==> config.mk <==
export PLATFORM = sky130hd
export DESIGN_NAME = pe_block_flat
export DESIGN_NICKNAME = d
export VERILOG_FILES = /design/src/design/pe_pkg.sv /design/src/design/act_bus_if.sv /design/src/design/act_stage.sv /design/src/design/sparse_mac.sv /design/src/design/psum_buffer.sv /design/src/design/pe_block.sv /design/src/flat_wrapper.sv
export SDC_FILE = /design/constraint.sdc
export NUM_CORES = 1
export LEC_CHECK = 0
export ABC_CLOCK_PERIOD_IN_PS = 8450
export BUFFER_PORTS_ARGS = -buffer_cell sky130_fd_sc_hd__buf_2
export CAP_MARGIN = 20
export CORE_ASPECT_RATIO = 1.1
export CORE_MARGIN = 1.5
export CORE_UTILIZATION = 50
export CTS_CLUSTER_DIAMETER = 80
export DETAILED_ROUTE_END_ITERATION = 6
export GPL_ROUTABILITY_DRIVEN = 0
export PLACE_DENSITY = 0.67
export SYNTH_ARGS = -nofsm -noshare
export SYNTH_HDL_FRONTEND = slang
export SYNTH_SLANG_ARGS = --single-unit
==> constraint.sdc <==
create_clock -name clk -period 8.45 [get_ports clk]
set_input_delay 0.845 -clock clk [delete_from_list [all_inputs] [get_ports clk]]
set_output_delay 0.845 -clock clk [all_outputs]
set_load 0.01 [all_outputs]
==> src/design/pe_pkg.sv <==
// Sparse PE line shared definitions
// Sizes, activation beat and weight vector types
package pe_pkg;

    // ======================================================================
    // Sizes
    // ======================================================================

    // Blocks in the line
    localparam int NUM_PEB     = 4;
    // Channels per beat
    localparam int BLOCK_DEPTH = 4;
    // Signed activation and weight width
    localparam int DATA_WIDTH  = 8;
    // Full product width of one channel
    localparam int PROD_WIDTH  = 2 * DATA_WIDTH;
    // Signed psum width, wide enough that no saturation is needed
    localparam int PSUM_WIDTH  = 24;
    // Psum entries per block
    localparam int LENPSUM     = 8;
    localparam int ADDR_WIDTH  = $clog2(LENPSUM);

    // ======================================================================
    // Payload types
    // ======================================================================

    // Activation beat, 41 bits
    // Channel 0 sits in the low slice of acts
    typedef struct packed {
        logic [BLOCK_DEPTH-1:0][DATA_WIDTH-1:0] acts;
        logic [BLOCK_DEPTH-1:0]                 act_flags;
        logic [ADDR_WIDTH-1:0]                  col;
        logic                                   first;
        logic                                   last;
    } act_beat_t;

    // Weight vector of one block, 36 bits
    // Flag clear means the weight counts as zero
    typedef struct packed {
        logic [BLOCK_DEPTH-1:0][DATA_WIDTH-1:0] weis;
        logic [BLOCK_DEPTH-1:0]                 wei_flags;
    } wei_vec_t;

endpackage : pe_pkg

==> src/design/act_bus_if.sv <==
// Activation link between processing blocks
// One beat with a valid/ready handshake
`timescale 1ns/1ps

interface act_bus_if;
    import pe_pkg::*;

    // Transfer on an edge with valid and ready both high
    logic      valid;
    logic      ready;
    // Held stable by the source while valid waits on ready
    act_beat_t beat;

    // Upstream side, offers beats
    modport src (
        output valid,
        output beat,
        input  ready
    );

    // Downstream side, takes beats
    modport snk (
        input  valid,
        input  beat,
        output ready
    );

endinterface : act_bus_if

==> src/design/act_stage.sv <==
// Activation forwarding stage
// One register slot that moves beats one block down the line per cycle
`timescale 1ns/1ps

module act_stage (
    input  logic   clk,
    input  logic   arst_n,
    act_bus_if.snk in,
    act_bus_if.src out
);
    import pe_pkg::*;

    // ======================================================================
    // Slot state
    // ======================================================================

    // Slot occupied
    logic      full;
    // Held beat
    act_beat_t beat_q;
    // Beat enters the slot
    logic      push;
    // Beat leaves toward the next block
    logic      pop;

    // ======================================================================
    // Handshake
    // ======================================================================

    // Leaves when downstream takes it
    assign pop      = full && out.ready;

    // Room when empty or draining this cycle
    // Keeps one beat per cycle without a skid slot
    assign in.ready = !full || out.ready;
    assign push     = in.valid && in.ready;

    assign out.valid = full;
    assign out.beat  = beat_q;

    // Occupancy
    always_ff @(posedge clk or negedge arst_n) begin
        if (!arst_n) begin
            full <= 1'b0;
        end else if (push) begin
            full <= 1'b1;
        end else if (pop) begin
            full <= 1'b0;
        end
    end

    // Beat payload, visible downstream the cycle after acceptance
    always_ff @(posedge clk) begin
        if (push) begin
            beat_q <= in.beat;
        end
    end

endmodule : act_stage

==> src/design/sparse_mac.sv <==
// Flagged multiply-accumulate of one beat against one weight vector
// Products at the accept edge, sum one edge later, write request out
`timescale 1ns/1ps

module sparse_mac (
    input  logic                                clk,
    input  logic                                arst_n,
    input  logic                                start,
    input  pe_pkg::act_beat_t                   beat,
    input  pe_pkg::wei_vec_t                    weights,
    output logic                                wr_en,
    output logic [pe_pkg::ADDR_WIDTH-1:0]       wr_col,
    output logic                                wr_first,
    output logic                                wr_last,
    output logic signed [pe_pkg::PSUM_WIDTH-1:0] wr_sum,
    output logic                                busy
);
    import pe_pkg::*;

    // Per-channel products, before and after the stage one register
    logic signed [PROD_WIDTH-1:0] prod_d [BLOCK_DEPTH];
    logic signed [PROD_WIDTH-1:0] prod_q [BLOCK_DEPTH];
    // Stage one control and beat tags
    logic                         s1_valid;
    logic [ADDR_WIDTH-1:0]        s1_col;
    logic                         s1_first;
    logic                         s1_last;
    // Adder tree result
    logic signed [PSUM_WIDTH-1:0] sum_d;

    // ======================================================================
    // Stage one, flagged products
    // ======================================================================

    // Zero product unless both activation and weight are flagged
    always_comb begin
        for (int i = 0; i < BLOCK_DEPTH; i++) begin
            if (beat.act_flags[i] && weights.wei_flags[i]) begin
                prod_d[i] = $signed(beat.acts[i]) * $signed(weights.weis[i]);
            end else begin
                prod_d[i] = '0;
            end
        end
    end

    // ======================================================================
    // Stage two, channel sum
    // ======================================================================

    // Sign extended into the psum width
    always_comb begin
        sum_d = '0;
        for (int i = 0; i < BLOCK_DEPTH; i++) begin
            sum_d = sum_d + prod_q[i];
        end
    end

    // Pipeline valids
    always_ff @(posedge clk or negedge arst_n) begin
        if (!arst_n) begin
            s1_valid <= 1'b0;
            wr_en    <= 1'b0;
        end else begin
            s1_valid <= start;
            wr_en    <= s1_valid;
        end
    end

    // Payload registers, loaded only with a valid beat
    always_ff @(posedge clk) begin
        if (start) begin
            prod_q   <= prod_d;
            s1_col   <= beat.col;
            s1_first <= beat.first;
            s1_last  <= beat.last;
        end
        if (s1_valid) begin
            wr_sum   <= sum_d;
            wr_col   <= s1_col;
            wr_first <= s1_first;
            wr_last  <= s1_last;
        end
    end

    // Any beat still in flight
    assign busy = s1_valid || wr_en;

endmodule : sparse_mac

==> src/design/psum_buffer.sv <==
// Partial-sum memory of one block
// Overwrite or add on write, registered read for the pool
`timescale 1ns/1ps

module psum_buffer (
    input  logic                                 clk,
    input  logic                                 arst_n,
    input  logic                                 wr_en,
    input  logic [pe_pkg::ADDR_WIDTH-1:0]        wr_col,
    input  logic                                 wr_first,
    input  logic signed [pe_pkg::PSUM_WIDTH-1:0] wr_sum,
    input  logic                                 rd_en,
    input  logic [pe_pkg::ADDR_WIDTH-1:0]        rd_addr,
    output logic signed [pe_pkg::PSUM_WIDTH-1:0] rd_data
);
    import pe_pkg::*;

    // ======================================================================
    // Storage
    // ======================================================================

    // One entry per column
    logic signed [PSUM_WIDTH-1:0] mem [LENPSUM];
    // Value going into the addressed entry
    logic signed [PSUM_WIDTH-1:0] wr_val;

    // First beat of a frame starts the entry fresh
    // Later beats accumulate
    assign wr_val = wr_first ? wr_sum : mem[wr_col] + wr_sum;

    // Entries start at zero out of reset
    always_ff @(posedge clk or negedge arst_n) begin
        if (!arst_n) begin
            for (int i = 0; i < LENPSUM; i++) begin
                mem[i] <= '0;
            end
        end else if (wr_en) begin
            mem[wr_col] <= wr_val;
        end
    end

    // ======================================================================
    // Pool read port
    // ======================================================================

    // Data valid the cycle after rd_en
    // Same-column write in the same cycle returns the old entry
    always_ff @(posedge clk) begin
        if (rd_en) begin
            rd_data <= mem[rd_addr];
        end
    end

endmodule : psum_buffer

==> src/design/pe_block.sv <==
// Sparse processing block
// Weights, flagged MAC, psum buffer and beat forwarding to the next block
`timescale 1ns/1ps

module pe_block (
    input  logic                                 clk,
    input  logic                                 arst_n,
    act_bus_if.snk                               up,
    act_bus_if.src                               down,
    input  logic                                 wei_valid,
    output logic                                 wei_ready,
    input  pe_pkg::wei_vec_t                     wei_data,
    output logic                                 pool_en,
    input  logic                                 pool_rd_en,
    input  logic [pe_pkg::ADDR_WIDTH-1:0]        pool_rd_addr,
    output logic signed [pe_pkg::PSUM_WIDTH-1:0] pool_rd_data
);
    import pe_pkg::*;

    // Weight register and its state
    wei_vec_t                     wei_q;
    logic                         wei_loaded;
    logic                         wei_load;
    // Low only in reset and the cycle of release
    logic                         ready_en;
    // Beat handshake
    logic                         mac_free;
    logic                         take;
    // MAC to buffer
    logic                         mac_busy;
    logic                         wr_en;
    logic [ADDR_WIDTH-1:0]        wr_col;
    logic                         wr_first;
    logic                         wr_last;
    logic signed [PSUM_WIDTH-1:0] wr_sum;

    // Link into the forwarding stage
    act_bus_if fwd ();

    // ======================================================================
    // Weights
    // ======================================================================

    // Empty block or finished frame with nothing left in the MAC
    assign wei_ready = ready_en && (!wei_loaded || (pool_en && !mac_busy));
    assign wei_load  = wei_valid && wei_ready;

    always_ff @(posedge clk or negedge arst_n) begin
        if (!arst_n) begin
            ready_en   <= 1'b0;
            wei_loaded <= 1'b0;
        end else begin
            ready_en <= 1'b1;
            if (wei_load) begin
                wei_loaded <= 1'b1;
            end
        end
    end

    always_ff @(posedge clk) begin
        if (wei_load) begin
            wei_q <= wei_data;
        end
    end

    // ======================================================================
    // Consume and forward
    // ======================================================================

    // MAC reads the weight register live
    // No beat enters on the cycle the weights change
    assign mac_free = !wei_load;

    // Beat goes to the MAC and the forward stage on one handshake
    assign fwd.valid = up.valid && wei_loaded && mac_free;
    assign fwd.beat  = up.beat;
    // Stays low until weights are in, which stalls the whole line upstream
    assign up.ready  = wei_loaded && mac_free && fwd.ready;
    assign take      = fwd.valid && fwd.ready;

    act_stage u_stage (
        .clk    (clk),
        .arst_n (arst_n),
        .in     (fwd),
        .out    (down)
    );

    sparse_mac u_mac (
        .clk      (clk),
        .arst_n   (arst_n),
        .start    (take),
        .beat     (up.beat),
        .weights  (wei_q),
        .wr_en    (wr_en),
        .wr_col   (wr_col),
        .wr_first (wr_first),
        .wr_last  (wr_last),
        .wr_sum   (wr_sum),
        .busy     (mac_busy)
    );

    psum_buffer u_psum (
        .clk      (clk),
        .arst_n   (arst_n),
        .wr_en    (wr_en),
        .wr_col   (wr_col),
        .wr_first (wr_first),
        .wr_sum   (wr_sum),
        .rd_en    (pool_rd_en),
        .rd_addr  (pool_rd_addr),
        .rd_data  (pool_rd_data)
    );

    // ======================================================================
    // Frame tracking
    // ======================================================================

    // Rises the cycle after the last beat lands in the buffer
    // Falls when the next frame's first beat is taken
    // A landing last beat wins over a same-edge first beat
    always_ff @(posedge clk or negedge arst_n) begin
        if (!arst_n) begin
            pool_en <= 1'b0;
        end else if (wr_en && wr_last) begin
            pool_en <= 1'b1;
        end else if (take && up.beat.first) begin
            pool_en <= 1'b0;
        end
    end

endmodule : pe_block

==> src/flat_wrapper.sv <==
// flat-port wrapper written by rule: the top's interface ports become plain ports
module pe_block_flat import pe_pkg::*;
  (clk, arst_n, wei_valid, wei_ready, wei_data, pool_en, pool_rd_en, pool_rd_addr, pool_rd_data, up_valid, up_beat, up_ready, down_valid, down_beat, down_ready);
  act_bus_if up_i ();
  act_bus_if down_i ();
  input  logic clk;
  input  logic arst_n;
  input  logic wei_valid;
  output logic wei_ready;
  input  pe_pkg::wei_vec_t wei_data;
  output logic pool_en;
  input  logic pool_rd_en;
  input  logic [pe_pkg::ADDR_WIDTH-1:0] pool_rd_addr;
  output logic signed [pe_pkg::PSUM_WIDTH-1:0] pool_rd_data;
  input wire logic [$bits(up_i.valid)-1:0] up_valid;
  input wire logic [$bits(up_i.beat)-1:0] up_beat;
  output wire logic [$bits(up_i.ready)-1:0] up_ready;
  output wire logic [$bits(down_i.valid)-1:0] down_valid;
  output wire logic [$bits(down_i.beat)-1:0] down_beat;
  input wire logic [$bits(down_i.ready)-1:0] down_ready;
  assign up_i.valid = up_valid;
  assign up_i.beat = up_beat;
  assign up_ready = up_i.ready;
  assign down_valid = down_i.valid;
  assign down_beat = down_i.beat;
  assign down_i.ready = down_ready;
  pe_block u_core (.clk(clk), .arst_n(arst_n), .up(up_i), .down(down_i), .wei_valid(wei_valid), .wei_ready(wei_ready), .wei_data(wei_data), .pool_en(pool_en), .pool_rd_en(pool_rd_en), .pool_rd_addr(pool_rd_addr), .pool_rd_data(pool_rd_data));
endmodule
Yosys cells after proc, flatten, opt, wreduce, memory -nomap -nowiden
Cells that the tools add are included.

Bits in registers: 392. Input bits: 86. Output and inout port bits: 69. Logic and storage cells: 88.

$add $sub $neg: 4. $mul: 4. Order comparisons: 3. Mux-type cells: 14. Bitwise gates (word level): 2. Reductions and logical operators: 25.

Operators by type and width (count): 192-bit bitwise mux (1); 24-bit binary-select mux with 3-bit select (2); 24-bit 2-to-1 mux (6); 24-bit demux with 3-bit select (1); 8-bit by 8-bit multiplier with 16-bit output (4); 24-bit adder (1); 18-bit by 16-bit adder with 19-bit output (1); 17-bit by 16-bit adder with 18-bit output (1); 16-bit by 16-bit adder with 17-bit output (1); 1-bit logical AND (16); 4-bit greater-or-equal comparator, second input constant (2); 3-bit inverter with 4-bit output (2); 1-bit zero test (4); 4-bit by 1-bit less-than comparator with 1-bit output, second input constant (1); 1-bit 2-to-1 mux (4); 2-bit nonzero test (2); 1-bit logical OR (3).

Longest topological paths before layout
Gate-level depths: netlist (run 1).

Depth in word-level cells: 12. Gate-level depth with buffers: 19. Gate-level depth less buffers: 19.

Hierarchy
A second synthesis (run 1) with hierarchy kept.

Cell total of the unflattened synthesis: 2711. Area, all modules: 29244.3 um^2.

Modules (own cells, without submodules): sparse_mac (instances 1, cells each 1417, area each 14460.1 um^2, seq. area each 2842.7 um^2); psum_buffer (instances 1, cells each 1196, area each 12261.8 um^2, seq. area each 5525.3 um^2); act_stage (instances 1, cells each 45, area each 1285.0 um^2, seq. area each 1256.2 um^2); pe_block (instances 1, cells each 53, area each 1237.4 um^2, seq. area each 1156.1 um^2).

Least setup slack after synthesis (run 1)
No wires, ideal clock.

Kind: register to register. Start: register u_core.u_mac.s1_valid. End: register u_core.u_mac.s1_valid. Library setup time: 0.618 ns. Data arrival time: 6.738 ns. Required time: 7.832 ns. Path slack: 1.094 ns. Stages on the path, launching flop included: 7. Buffers on the path: 0. Clock period less this slack: 7.356 ns. Cell sequence: dfrtp_1 -> nor2_1 -> nand2_1 -> a21boi_0 -> and2_1 -> a21oi_1 -> nor2b_1.

Longest elaborated chain between the ends: 9.

RTL lines: from (decl) (RTL line sparse_mac.sv:24) `logic s1_valid;`; from (signal assigned) (RTL line sparse_mac.sv:64) `s1_valid <= start;`; 1-bit logical OR (RTL line sparse_mac.sv:86) `assign busy = s1_valid || wr_en;`; 1-bit zero test (RTL line pe_block.sv:45) `assign wei_ready = ready_en && (!wei_loaded || (pool_en && !mac_busy));`; 1-bit logical AND (RTL line pe_block.sv:45); 1-bit logical OR (RTL line pe_block.sv:45); 1-bit logical AND (RTL line pe_block.sv:45); named net wei_ready (RTL line flat_wrapper.sv:9) `output logic wei_ready;`; 1-bit logical AND (RTL line pe_block.sv:46) `assign wei_load = wei_valid && wei_ready;`; named net u_core.wei_load (RTL line pe_block.sv:23) `logic wei_load;`; 1-bit zero test (RTL line pe_block.sv:72) `assign mac_free = !wei_load;`; 1-bit logical AND (RTL line pe_block.sv:75) `assign fwd.valid = up.valid && wei_loaded && mac_free;`; 1-bit logical AND (RTL line pe_block.sv:79) `assign take = fwd.valid && fwd.ready;`; named net u_core.take (RTL line pe_block.sv:28) `logic take;`.

The timed path passes the listed nets, and every way through them passes these cells. A chain may end at the register's enable or synchronous reset.

Worst setup path in the final report (run 1)
Start: register u_core.u_mac.wr_col[0] in the netlist's numbering. End: register u_core.u_psum.mem[184] in the netlist's numbering.

Longest elaborated chain between the ends: 7. Elaborated cells on any way between the ends: 12. Those cells by class: 1 x add/sub; 2 x order compare; 7 x mux; 1 x bitwise; 1 x reduce/logical.

RTL lines: from (decl) (RTL line sparse_mac.sv:12) `output logic [pe_pkg::ADDR_WIDTH-1:0] wr_col,`; from (signal assigned) (RTL line sparse_mac.sv:79) `wr_col <= s1_col;`; 3-bit inverter with 4-bit output (not written as such) * (RTL line psum_buffer.sv:29, psum_buffer.sv:38); 24-bit binary-select mux with 3-bit select (RTL line psum_buffer.sv:29) `assign wr_val = wr_first ? wr_sum : mem[wr_col] + wr_sum;`; 24-bit 2-to-1 mux (not written as such) (2 in a row) (RTL line psum_buffer.sv:29); 24-bit adder (RTL line psum_buffer.sv:29); 24-bit 2-to-1 mux (RTL line psum_buffer.sv:29); 192-bit bitwise mux * (RTL line psum_buffer.sv:38) `mem[wr_col] <= wr_val;`; to (signal, indexed assignment) (RTL line psum_buffer.sv:38); to (decl) (RTL line psum_buffer.sv:23) `logic signed [PSUM_WIDTH-1:0] mem [LENPSUM];`.

Every way passes the cells marked *; elsewhere a longest branch is shown, timed or not. The select of a mux whose other input is x is not followed.

==> results.json, run 1 <==
{
  "slew-limit-headroom_pct": 28.3,
  "rsz0062_at_grt": "false",
  "p_seq_share_pct": 28.8,
  "p_sw_share_pct": 40.1,
  "ys_warn_count": 0,
  "yosys.area.top_type": "edfxtp_1",
  "dieArea_um2": 57700,
  "ys_top_cells_by_area": "edfxtp_1 (20%), fa_1 (18%), dfrtp_1 (18%), mux4_2 (7.7%), ha_1 (7.0%)",
  "grt_max_degree": 128,
  "drv_slew": 0,
  "first_pass_iters": 5,
  "grt_pass1_vias": 19234,
  "route.detailed.drc": 0,
  "cts_resized": 0,
  "ys_ff_latch": 387,
  "start_util_pct": 51.0,
  "cts.sinks": 387,
  "p_switching_uw": 4610,
  "post-place-ws_ns": 3.14,
  "timing.final.ws_setup_ns": 3.39,
  "synth_cells": 2473,
  "maxCapViolCount": 0,
  "clkTransAtPathRegs_ns": 0.06,
  "yosysSeqAreaShare_pct": 37.8,
  "arrival_ns": 5.47,
  "crit_type": "flop to flop",
  "num_vias": 18187,
  "cp_slowest_cell": "a311oi_1",
  "end_kind": "flop",
  "io_pins": 155,
  "track_usage_pct": 21.7,
  "worstPathRequired_ns": 8.86,
  "layout-drive-gt1-share_pct": 15.3,
  "outcome": "complete, no violations",
  "synth_top_area_share_pct": 20.2,
  "start_kind": "flop",
  "combPwrFrac_pct": 54.3,
  "hp-class": "primary input to asynchronous set/reset pin",
  "p_int_uw": 6870,
  "fmax_mhz": 198,
  "min_period_ns": 5.06,
  "std_cell_rows": 90,
  "critical_path.startpoint": "u_core.u_mac.wr_col[0]$_DFFE_PP_",
  "synth_edf_count": 189,
  "synthArstFlopShare_pct": 51.2,
  "clockPowerShare_pct": 16.9,
  "cpMostUsedCell": "buf_4",
  "grt_pass1_wl_mm": 99.0,
  "synth.most_common_cell": "inv_1",
  "clock_skew_ns": 0.0180,
  "layout.nets": 3112,
  "antenna_found_initial": 3,
  "wl_mm": 60.3,
  "ir_drop_mv": 0.202,
  "coreArea_um2": 55200,
  "fin_crit_sh_pct": 59.8,
  "ys.flop_type": "dfrtp_1",
  "p_leak_uw": 0.0141,
  "ys_types": 61,
  "tightest_slew_ns": 1.07,
  "finalNonFillerCells": 3385,
  "clockRootBuffer": "clkbuf_16",
  "area_delta_synth_final_pct": 11.0,
  "cts_tree": "built",
  "r2r.worst_path.cells": 12,
  "synth_commonest_cells": "inv_1 (320), nand2_1 (298), fa_1 (254)",
  "cpPeakStageDelay_ns": 0.80,
  "p_per_area_nw_per_um2": 368,
  "h-tree-depth": 2,
  "numCtsBuffers": 44,
  "syn_area_um2": 28100,
  "place_inst": 3302,
  "syn_nets": 2970,
  "dieWidth_um": 229,
  "antenna_left": 0,
  "finish.utilization_pct": 56.6,
  "path_cells": "buf_4 -> buf_4 -> mux4_2 -> mux2_2 -> ha_1 -> nor2b_1 -> o31a_1 -> o31ai_1 -> a21o_1 -> a21boi_1 -> a311oi_1 -> o21ai_0",
  "postCtsHoldBufs": 0,
  "place_hpwl_mm": 43.8,
  "insertion_delay_ns": 0.58,
  "grt-ovfl-total": 0,
  "avgSynthCellArea_um2": 11.4,
  "hold_violations": 0,
  "critPathMaxFanout": 28,
  "clockBufferDepth": 3,
  "r2r_start": "u_core.u_mac.wr_col[0]$_DFFE_PP_",
  "setup_tns_ns": 0,
  "drt_iter0_drc": 1150,
  "wl_per_cell_um": 17.8,
  "portBuffers": 154,
  "cts_setup_buffers": 0,
  "setup_viol": 0,
  "drt-vias-per-instance": 5.37,
  "fp.dieH_um": 252
}
-- kinds of logic (layout without fill, tap and decap cells) --
logic type	count (synthesis)	after routing	synth area share [%]
other	1	2	0.0133
buffers and inverters	400	575	5.41
multiplexers	156	156	10.1
XOR/XNOR	92	92	2.89
AO/OA/AOI/OAI	366	366	7.55
flip-flops	387	387	37.8
AND/OR/NAND/NOR	660	660	11.2
adder cells (fa/ha/maj)	411	411	25.1
-- registers in the layout, summed over array words and instances, names as in the netlist --
signal / flops
u_core.u_mac.s1_valid: 1
u_core.u_psum.mem: 192
u_core.wei_q: 36
u_core.u_mac.prod_q: 64
u_core.pool_en: 1
u_core.u_stage.out.valid: 1
u_core.ready_en: 1
u_core.u_mac.wr_first: 1
u_core.u_mac.wr_last: 1
u_core.u_mac.wr_en: 1
u_core.u_mac.wr_sum: 19
u_core.wei_loaded: 1
u_core.u_stage.out.beat: 41
u_core.u_psum.rd_data: 24
u_core.u_mac.wr_col: 3
-- worst max-delay path: cells and delay by family, from the launching register on --
kind / cells / cell delay (ns)
multiplexers: 2 / 0.87
AO/OA/AOI/OAI: 6 / 2.14
buffers and inverters: 2 / 1.02
flip-flops: 1 / 0.32
AND/OR/NAND/NOR: 1 / 0.17
adder cells (fa/ha/maj): 1 / 0.32
-- worst paths after layout --
path / slack, ns / endpoint
max: 3.39 / u_core.u_psum.mem[184]$_DFFE_PN0P_
min: 0.17 / u_core.u_psum.mem[77]$_DFFE_PN0P_
max reg2reg: 3.39 / u_core.u_psum.mem[184]$_DFFE_PN0P_
min reg2reg: 0.45 / u_core.u_mac.wr_col[1]$_DFFE_PP_
max in group asynchronous: 6.53 / u_core.u_psum.mem[38]$_DFFE_PN0P_
min in group clk: 0.44 / u_core.wei_q[14]$_DFFE_PP_
-- per-layer routing --
layer,GRT usage [%],wire length [µm],vias up
met5,0,27,-
met4,7.78,1960,4
met3,3.40,2730,110
met2,38.7,31000,410
met1,26.6,24600,9103
li1,-,-,8560
-- cell type report --
| cell class | instances | area (µm²) |
|---|---|---|
| clock buffers | 60 | 1240 |
| fillers | 4674 | 24000 |
| multi-input cells | 1686 | 16000 |
| repair buffers | 176 | 1000 |
| inverters | 320 | 1200 |
| well taps | 736 | 921 |
| clock inverters | 19 | 223 |
| diodes | 1 | 2.50 |
| flip-flops and latches | 387 | 10600 |
-- through the flow --
stage / power, µW / hold slack (ns) / instance area [µm²]
2_1_floorplan: 8140 / 0.428 / 28100
6_report: 11500 / 0.171 / 31200
3_5_place_dp: 9580 / 0.432 / 29700
3_3_place_gp: 9360 / 0.447 / 29700
4_1_cts: 11600 / 0.400 / 31100
5_1_grt: 12500 / 0.169 / 31200
-- cell usage in the layout (no fill, tap or decap), types with 6 or more instances in the layout --
master     instances
and3_1            17
inv_1            320
a31oi_1            7
mux4_2            96
edfxtp_1         189
xnor2_1           61
clkbuf_1           9
xor2_1            30
o21a_1            20
o21ai_0          207
ha_1             157
nand3_1            6
a21o_1            30
o21ai_1            9
buf_2            153
nor2b_1           44
a21oi_1           50
mux2_2            54
and2_1           164
clkbuf_16         45
clkbuf_8           7
fa_1             254
nor2_1            87
buf_4             19
nand2b_1          11
mux2i_1            6
dfrtp_1          198
nand2_1          297
nor3_1            16
-- power groups by stage --
stage | clock (µW) | sequential (µW) | combinational, µW
final | 1940 | 3300 | 6240
after global routing | 2060 | 3380 | 7090
after CTS | 1990 | 3300 | 6290
after detailed placement | 0 | 3330 | 6240
after global placement | 0 | 3270 | 6090
after floorplan | 0 | 3200 | 4950
No activity file was read; power rests on OpenSTA's default activity.
==> inputs of run 2 (changes only) <==
--- a/config.mk
+++ b/config.mk
@@ -5,7 +5,7 @@
 export SDC_FILE = /design/constraint.sdc
 export NUM_CORES = 1
 export LEC_CHECK = 0
-export ABC_CLOCK_PERIOD_IN_PS = 8450
+export ABC_CLOCK_PERIOD_IN_PS = 4310
 export BUFFER_PORTS_ARGS = -buffer_cell sky130_fd_sc_hd__buf_2
 export CAP_MARGIN = 20
 export CORE_ASPECT_RATIO = 1.1
@@ -14,7 +14,7 @@
 export CTS_CLUSTER_DIAMETER = 80
 export DETAILED_ROUTE_END_ITERATION = 6
 export GPL_ROUTABILITY_DRIVEN = 0
-export PLACE_DENSITY = 0.67
+export PLACE_DENSITY = 0.7
 export SYNTH_ARGS = -nofsm -noshare
 export SYNTH_HDL_FRONTEND = slang
 export SYNTH_SLANG_ARGS = --single-unit
==> constraint.sdc (replaced) <==
create_clock -name clk -period 4.31 [get_ports clk]
set_input_delay 0.431 -clock clk [delete_from_list [all_inputs] [get_ports clk]]
set_output_delay 0.431 -clock clk [all_outputs]
set_load 0.01 [all_outputs]
==> run 2 against run 1 <==
Effect of this change: the flow now finishes with violations (negative setup slack); critical path type unchanged; final area grew 7.8%; sequential share of layout area shrank 2.5 points; utilization grew 4.4 points; combinational power grew 130%; count of clock-buffer cells in the layout shrank 1; die area is the same; critical endpoint is now u_core.u_mac.prod_q[63]$_SDFFCE_PN0P_; cell count grew 7.0%; wire length grew 7.5%; critical path depth grew 5; sequential cell count is the same.
==> results.json, run 2 (synthesis gave the netlist of run 1 again) <==
{
  "clkTransAtPathRegs_ns": 0.06,
  "crit_type": "flop to flop",
  "worstPathRequired_ns": 4.63,
  "grt_max_degree": 111,
  "critPathMaxFanout": 4,
  "layout-drive-gt1-share_pct": 25.3,
  "coreArea_um2": 55200,
  "track_usage_pct": 22.9,
  "clockBufferDepth": 3,
  "std_cell_rows": 90,
  "wl_per_cell_um": 17.9,
  "p_sw_share_pct": 40.2,
  "clock_skew_ns": 0.0270,
  "cts_tree": "built",
  "area_delta_synth_final_pct": 19.6,
  "layout.nets": 3352,
  "hold_violations": 0,
  "start_kind": "flop",
  "route.detailed.drc": 0,
  "dieArea_um2": 57700,
  "end_kind": "flop",
  "clockPowerShare_pct": 14.9,
  "slew-limit-headroom_pct": 29.2,
  "setup_viol": 16,
  "wl_mm": 64.8,
  "fmax_mhz": 223,
  "p_per_area_nw_per_um2": 728,
  "cpMostUsedCell": "fa_1",
  "insertion_delay_ns": 0.60,
  "h-tree-depth": 2,
  "tightest_slew_ns": 1.06,
  "drt_iter0_drc": 1012,
  "largest_register_ffs": 192,
  "place_inst": 3484,
  "clockRootBuffer": "clkbuf_16",
  "min_period_ns": 4.48,
  "antenna_left": 0,
  "place_hpwl_mm": 47.4,
  "num_vias": 19398,
  "dieWidth_um": 229,
  "multiInputGateArea_um2": 16500,
  "drt-vias-per-instance": 5.35,
  "drv_slew": 0,
  "p_seq_share_pct": 26.5,
  "path_cells": "and2_4 -> fa_1 -> inv_1 -> fa_1 -> inv_2 -> fa_1 -> inv_1 -> fa_1 -> inv_2 -> ha_4 -> nor2b_4 -> o21a_1 -> o41ai_2 -> o21a_1 -> o21ai_2 -> xnor2_1 -> nor2_1",
  "p_leak_uw": 0.0153,
  "top_register": "u_core.u_psum.mem",
  "hp-class": "primary input to flop",
  "numCtsBuffers": 44,
  "grt_pass1_wl_mm": 104,
  "grt_pass1_vias": 20721,
  "cts.sinks": 387,
  "cpPeakStageDelay_ns": 0.52,
  "portBuffers": 154,
  "placed_area_um2": 31200,
  "p_switching_uw": 9830,
  "p_int_uw": 14700,
  "antenna_found_initial": 2,
  "outcome": "finished, violations left",
  "fin_crit_sh_pct": 104,
  "antennaDiodeCount": 0,
  "start_util_pct": 51.0,
  "finalNonFillerCells": 3623,
  "arrival_ns": 4.81,
  "violations": "negative setup slack",
  "finish.utilization_pct": 61.0,
  "fill_cells": 4377,
  "cp_slowest_cell": "fa_1",
  "postLayoutCellArea_um2": 33600,
  "combPwrFrac_pct": 58.6,
  "rsz0062_at_grt": "true",
  "final_cell_mix": "inv_1 (297), nand2_1 (294), fa_1 (244)",
  "hold_slack_ns": 0.0268,
  "timing.final.ws_setup_ns": -0.173,
  "seq_area_um2": 10600,
  "grt-ovfl-total": 0,
  "first_pass_iters": 7,
  "fp.dieH_um": 252,
  "io_pins": 155,
  "maxCapViolCount": 0,
  "ir_drop_mv": 0.395,
  "layout_commonest_cell": "inv_1"
}
run 2: final timing paths:
path                                                       from                               endpoint  slack [ns]  depth (start not counted)
max                                   u_core.wei_q[4]$_DFFE_PP_  u_core.u_mac.prod_q[63]$_SDFFCE_PN0P_       -0.17                         17
min                                                wei_data[21]             u_core.wei_q[21]$_DFFE_PP_        0.03                          1
max reg2reg                           u_core.wei_q[4]$_DFFE_PP_  u_core.u_mac.prod_q[63]$_SDFFCE_PN0P_       -0.17                         17
min reg2reg                u_core.u_stage.out.beat[0]$_DFFE_PP_         u_core.u_mac.wr_last$_DFFE_PP_        0.44                          0
max in group asynchronous                                arst_n      u_core.u_psum.mem[99]$_DFFE_PN0P_        2.59                          3
min in group asynchronous                                arst_n      u_core.u_psum.mem[77]$_DFFE_PN0P_        0.50                          2
run 2: power by group through the flow:
stage               clock (µW)  sequential [µW]  combinational, µW
floorplan                    0             6250               9850
global placement             0             6400              12900
detailed placement           0             6520              13300
CTS                       3730             6460              13700
global route              3860             6620              16100
finish                    3640             6480              14400
run 2: worst max-delay path: cells and delay by family (launching register included):
kind | cells | cell delay [ns]
simple gates | 3 | 0.38
flops | 1 | 0.47
buf+inv | 4 | 0.19
xor+xnor | 1 | 0.16
compound gates | 4 | 0.84
fa+ha+maj | 5 | 2.18
run 2: layout make-up:
type | instances | share of cell area [%]
multi-input combinational | 1686 | 49.2
sequential | 387 | 31.6
timing repair buffer | 416 | 8.81
inverter | 320 | 3.57
clock buffer | 59 | 3.53
tap | 736 | 2.74
clock inverter | 19 | 0.577
run 2: metal layers:
| layer | vias to the layer above | global-route usage, % | wire [µm] |
|---|---|---|---|
| met1 | 9683 | 27.3 | 25600 |
| li1 | 9046 | - | - |
| met4 | 4 | 9.53 | 2570 |
| met3 | 160 | 4.02 | 3150 |
| met5 | - | 0 | 27 |
| met2 | 505 | 40.7 | 33500 |
run 2: repair_timing:
action                                  4_1_cts  5_1_grt
resized for setup                            34       99
pin swaps                                    54       47
endpoints found under the hold margin       108        0
setup buffers                                20       15
hold buffers                                 34        0
endpoints found under the setup margin       20       88
run 2: per-stage QoR:
step                      setup TNS, ns  power [µW]  worst slack (ns)
final                             -1.18       24500            -0.173
after floorplan                -0.00474       16100          -0.00474
after global placement            -3.29       19300            -0.225
after detailed placement          -4.68       19900            -0.312
after global routing              -4.72       26500            -0.352
after CTS                        -0.801       23800            -0.115
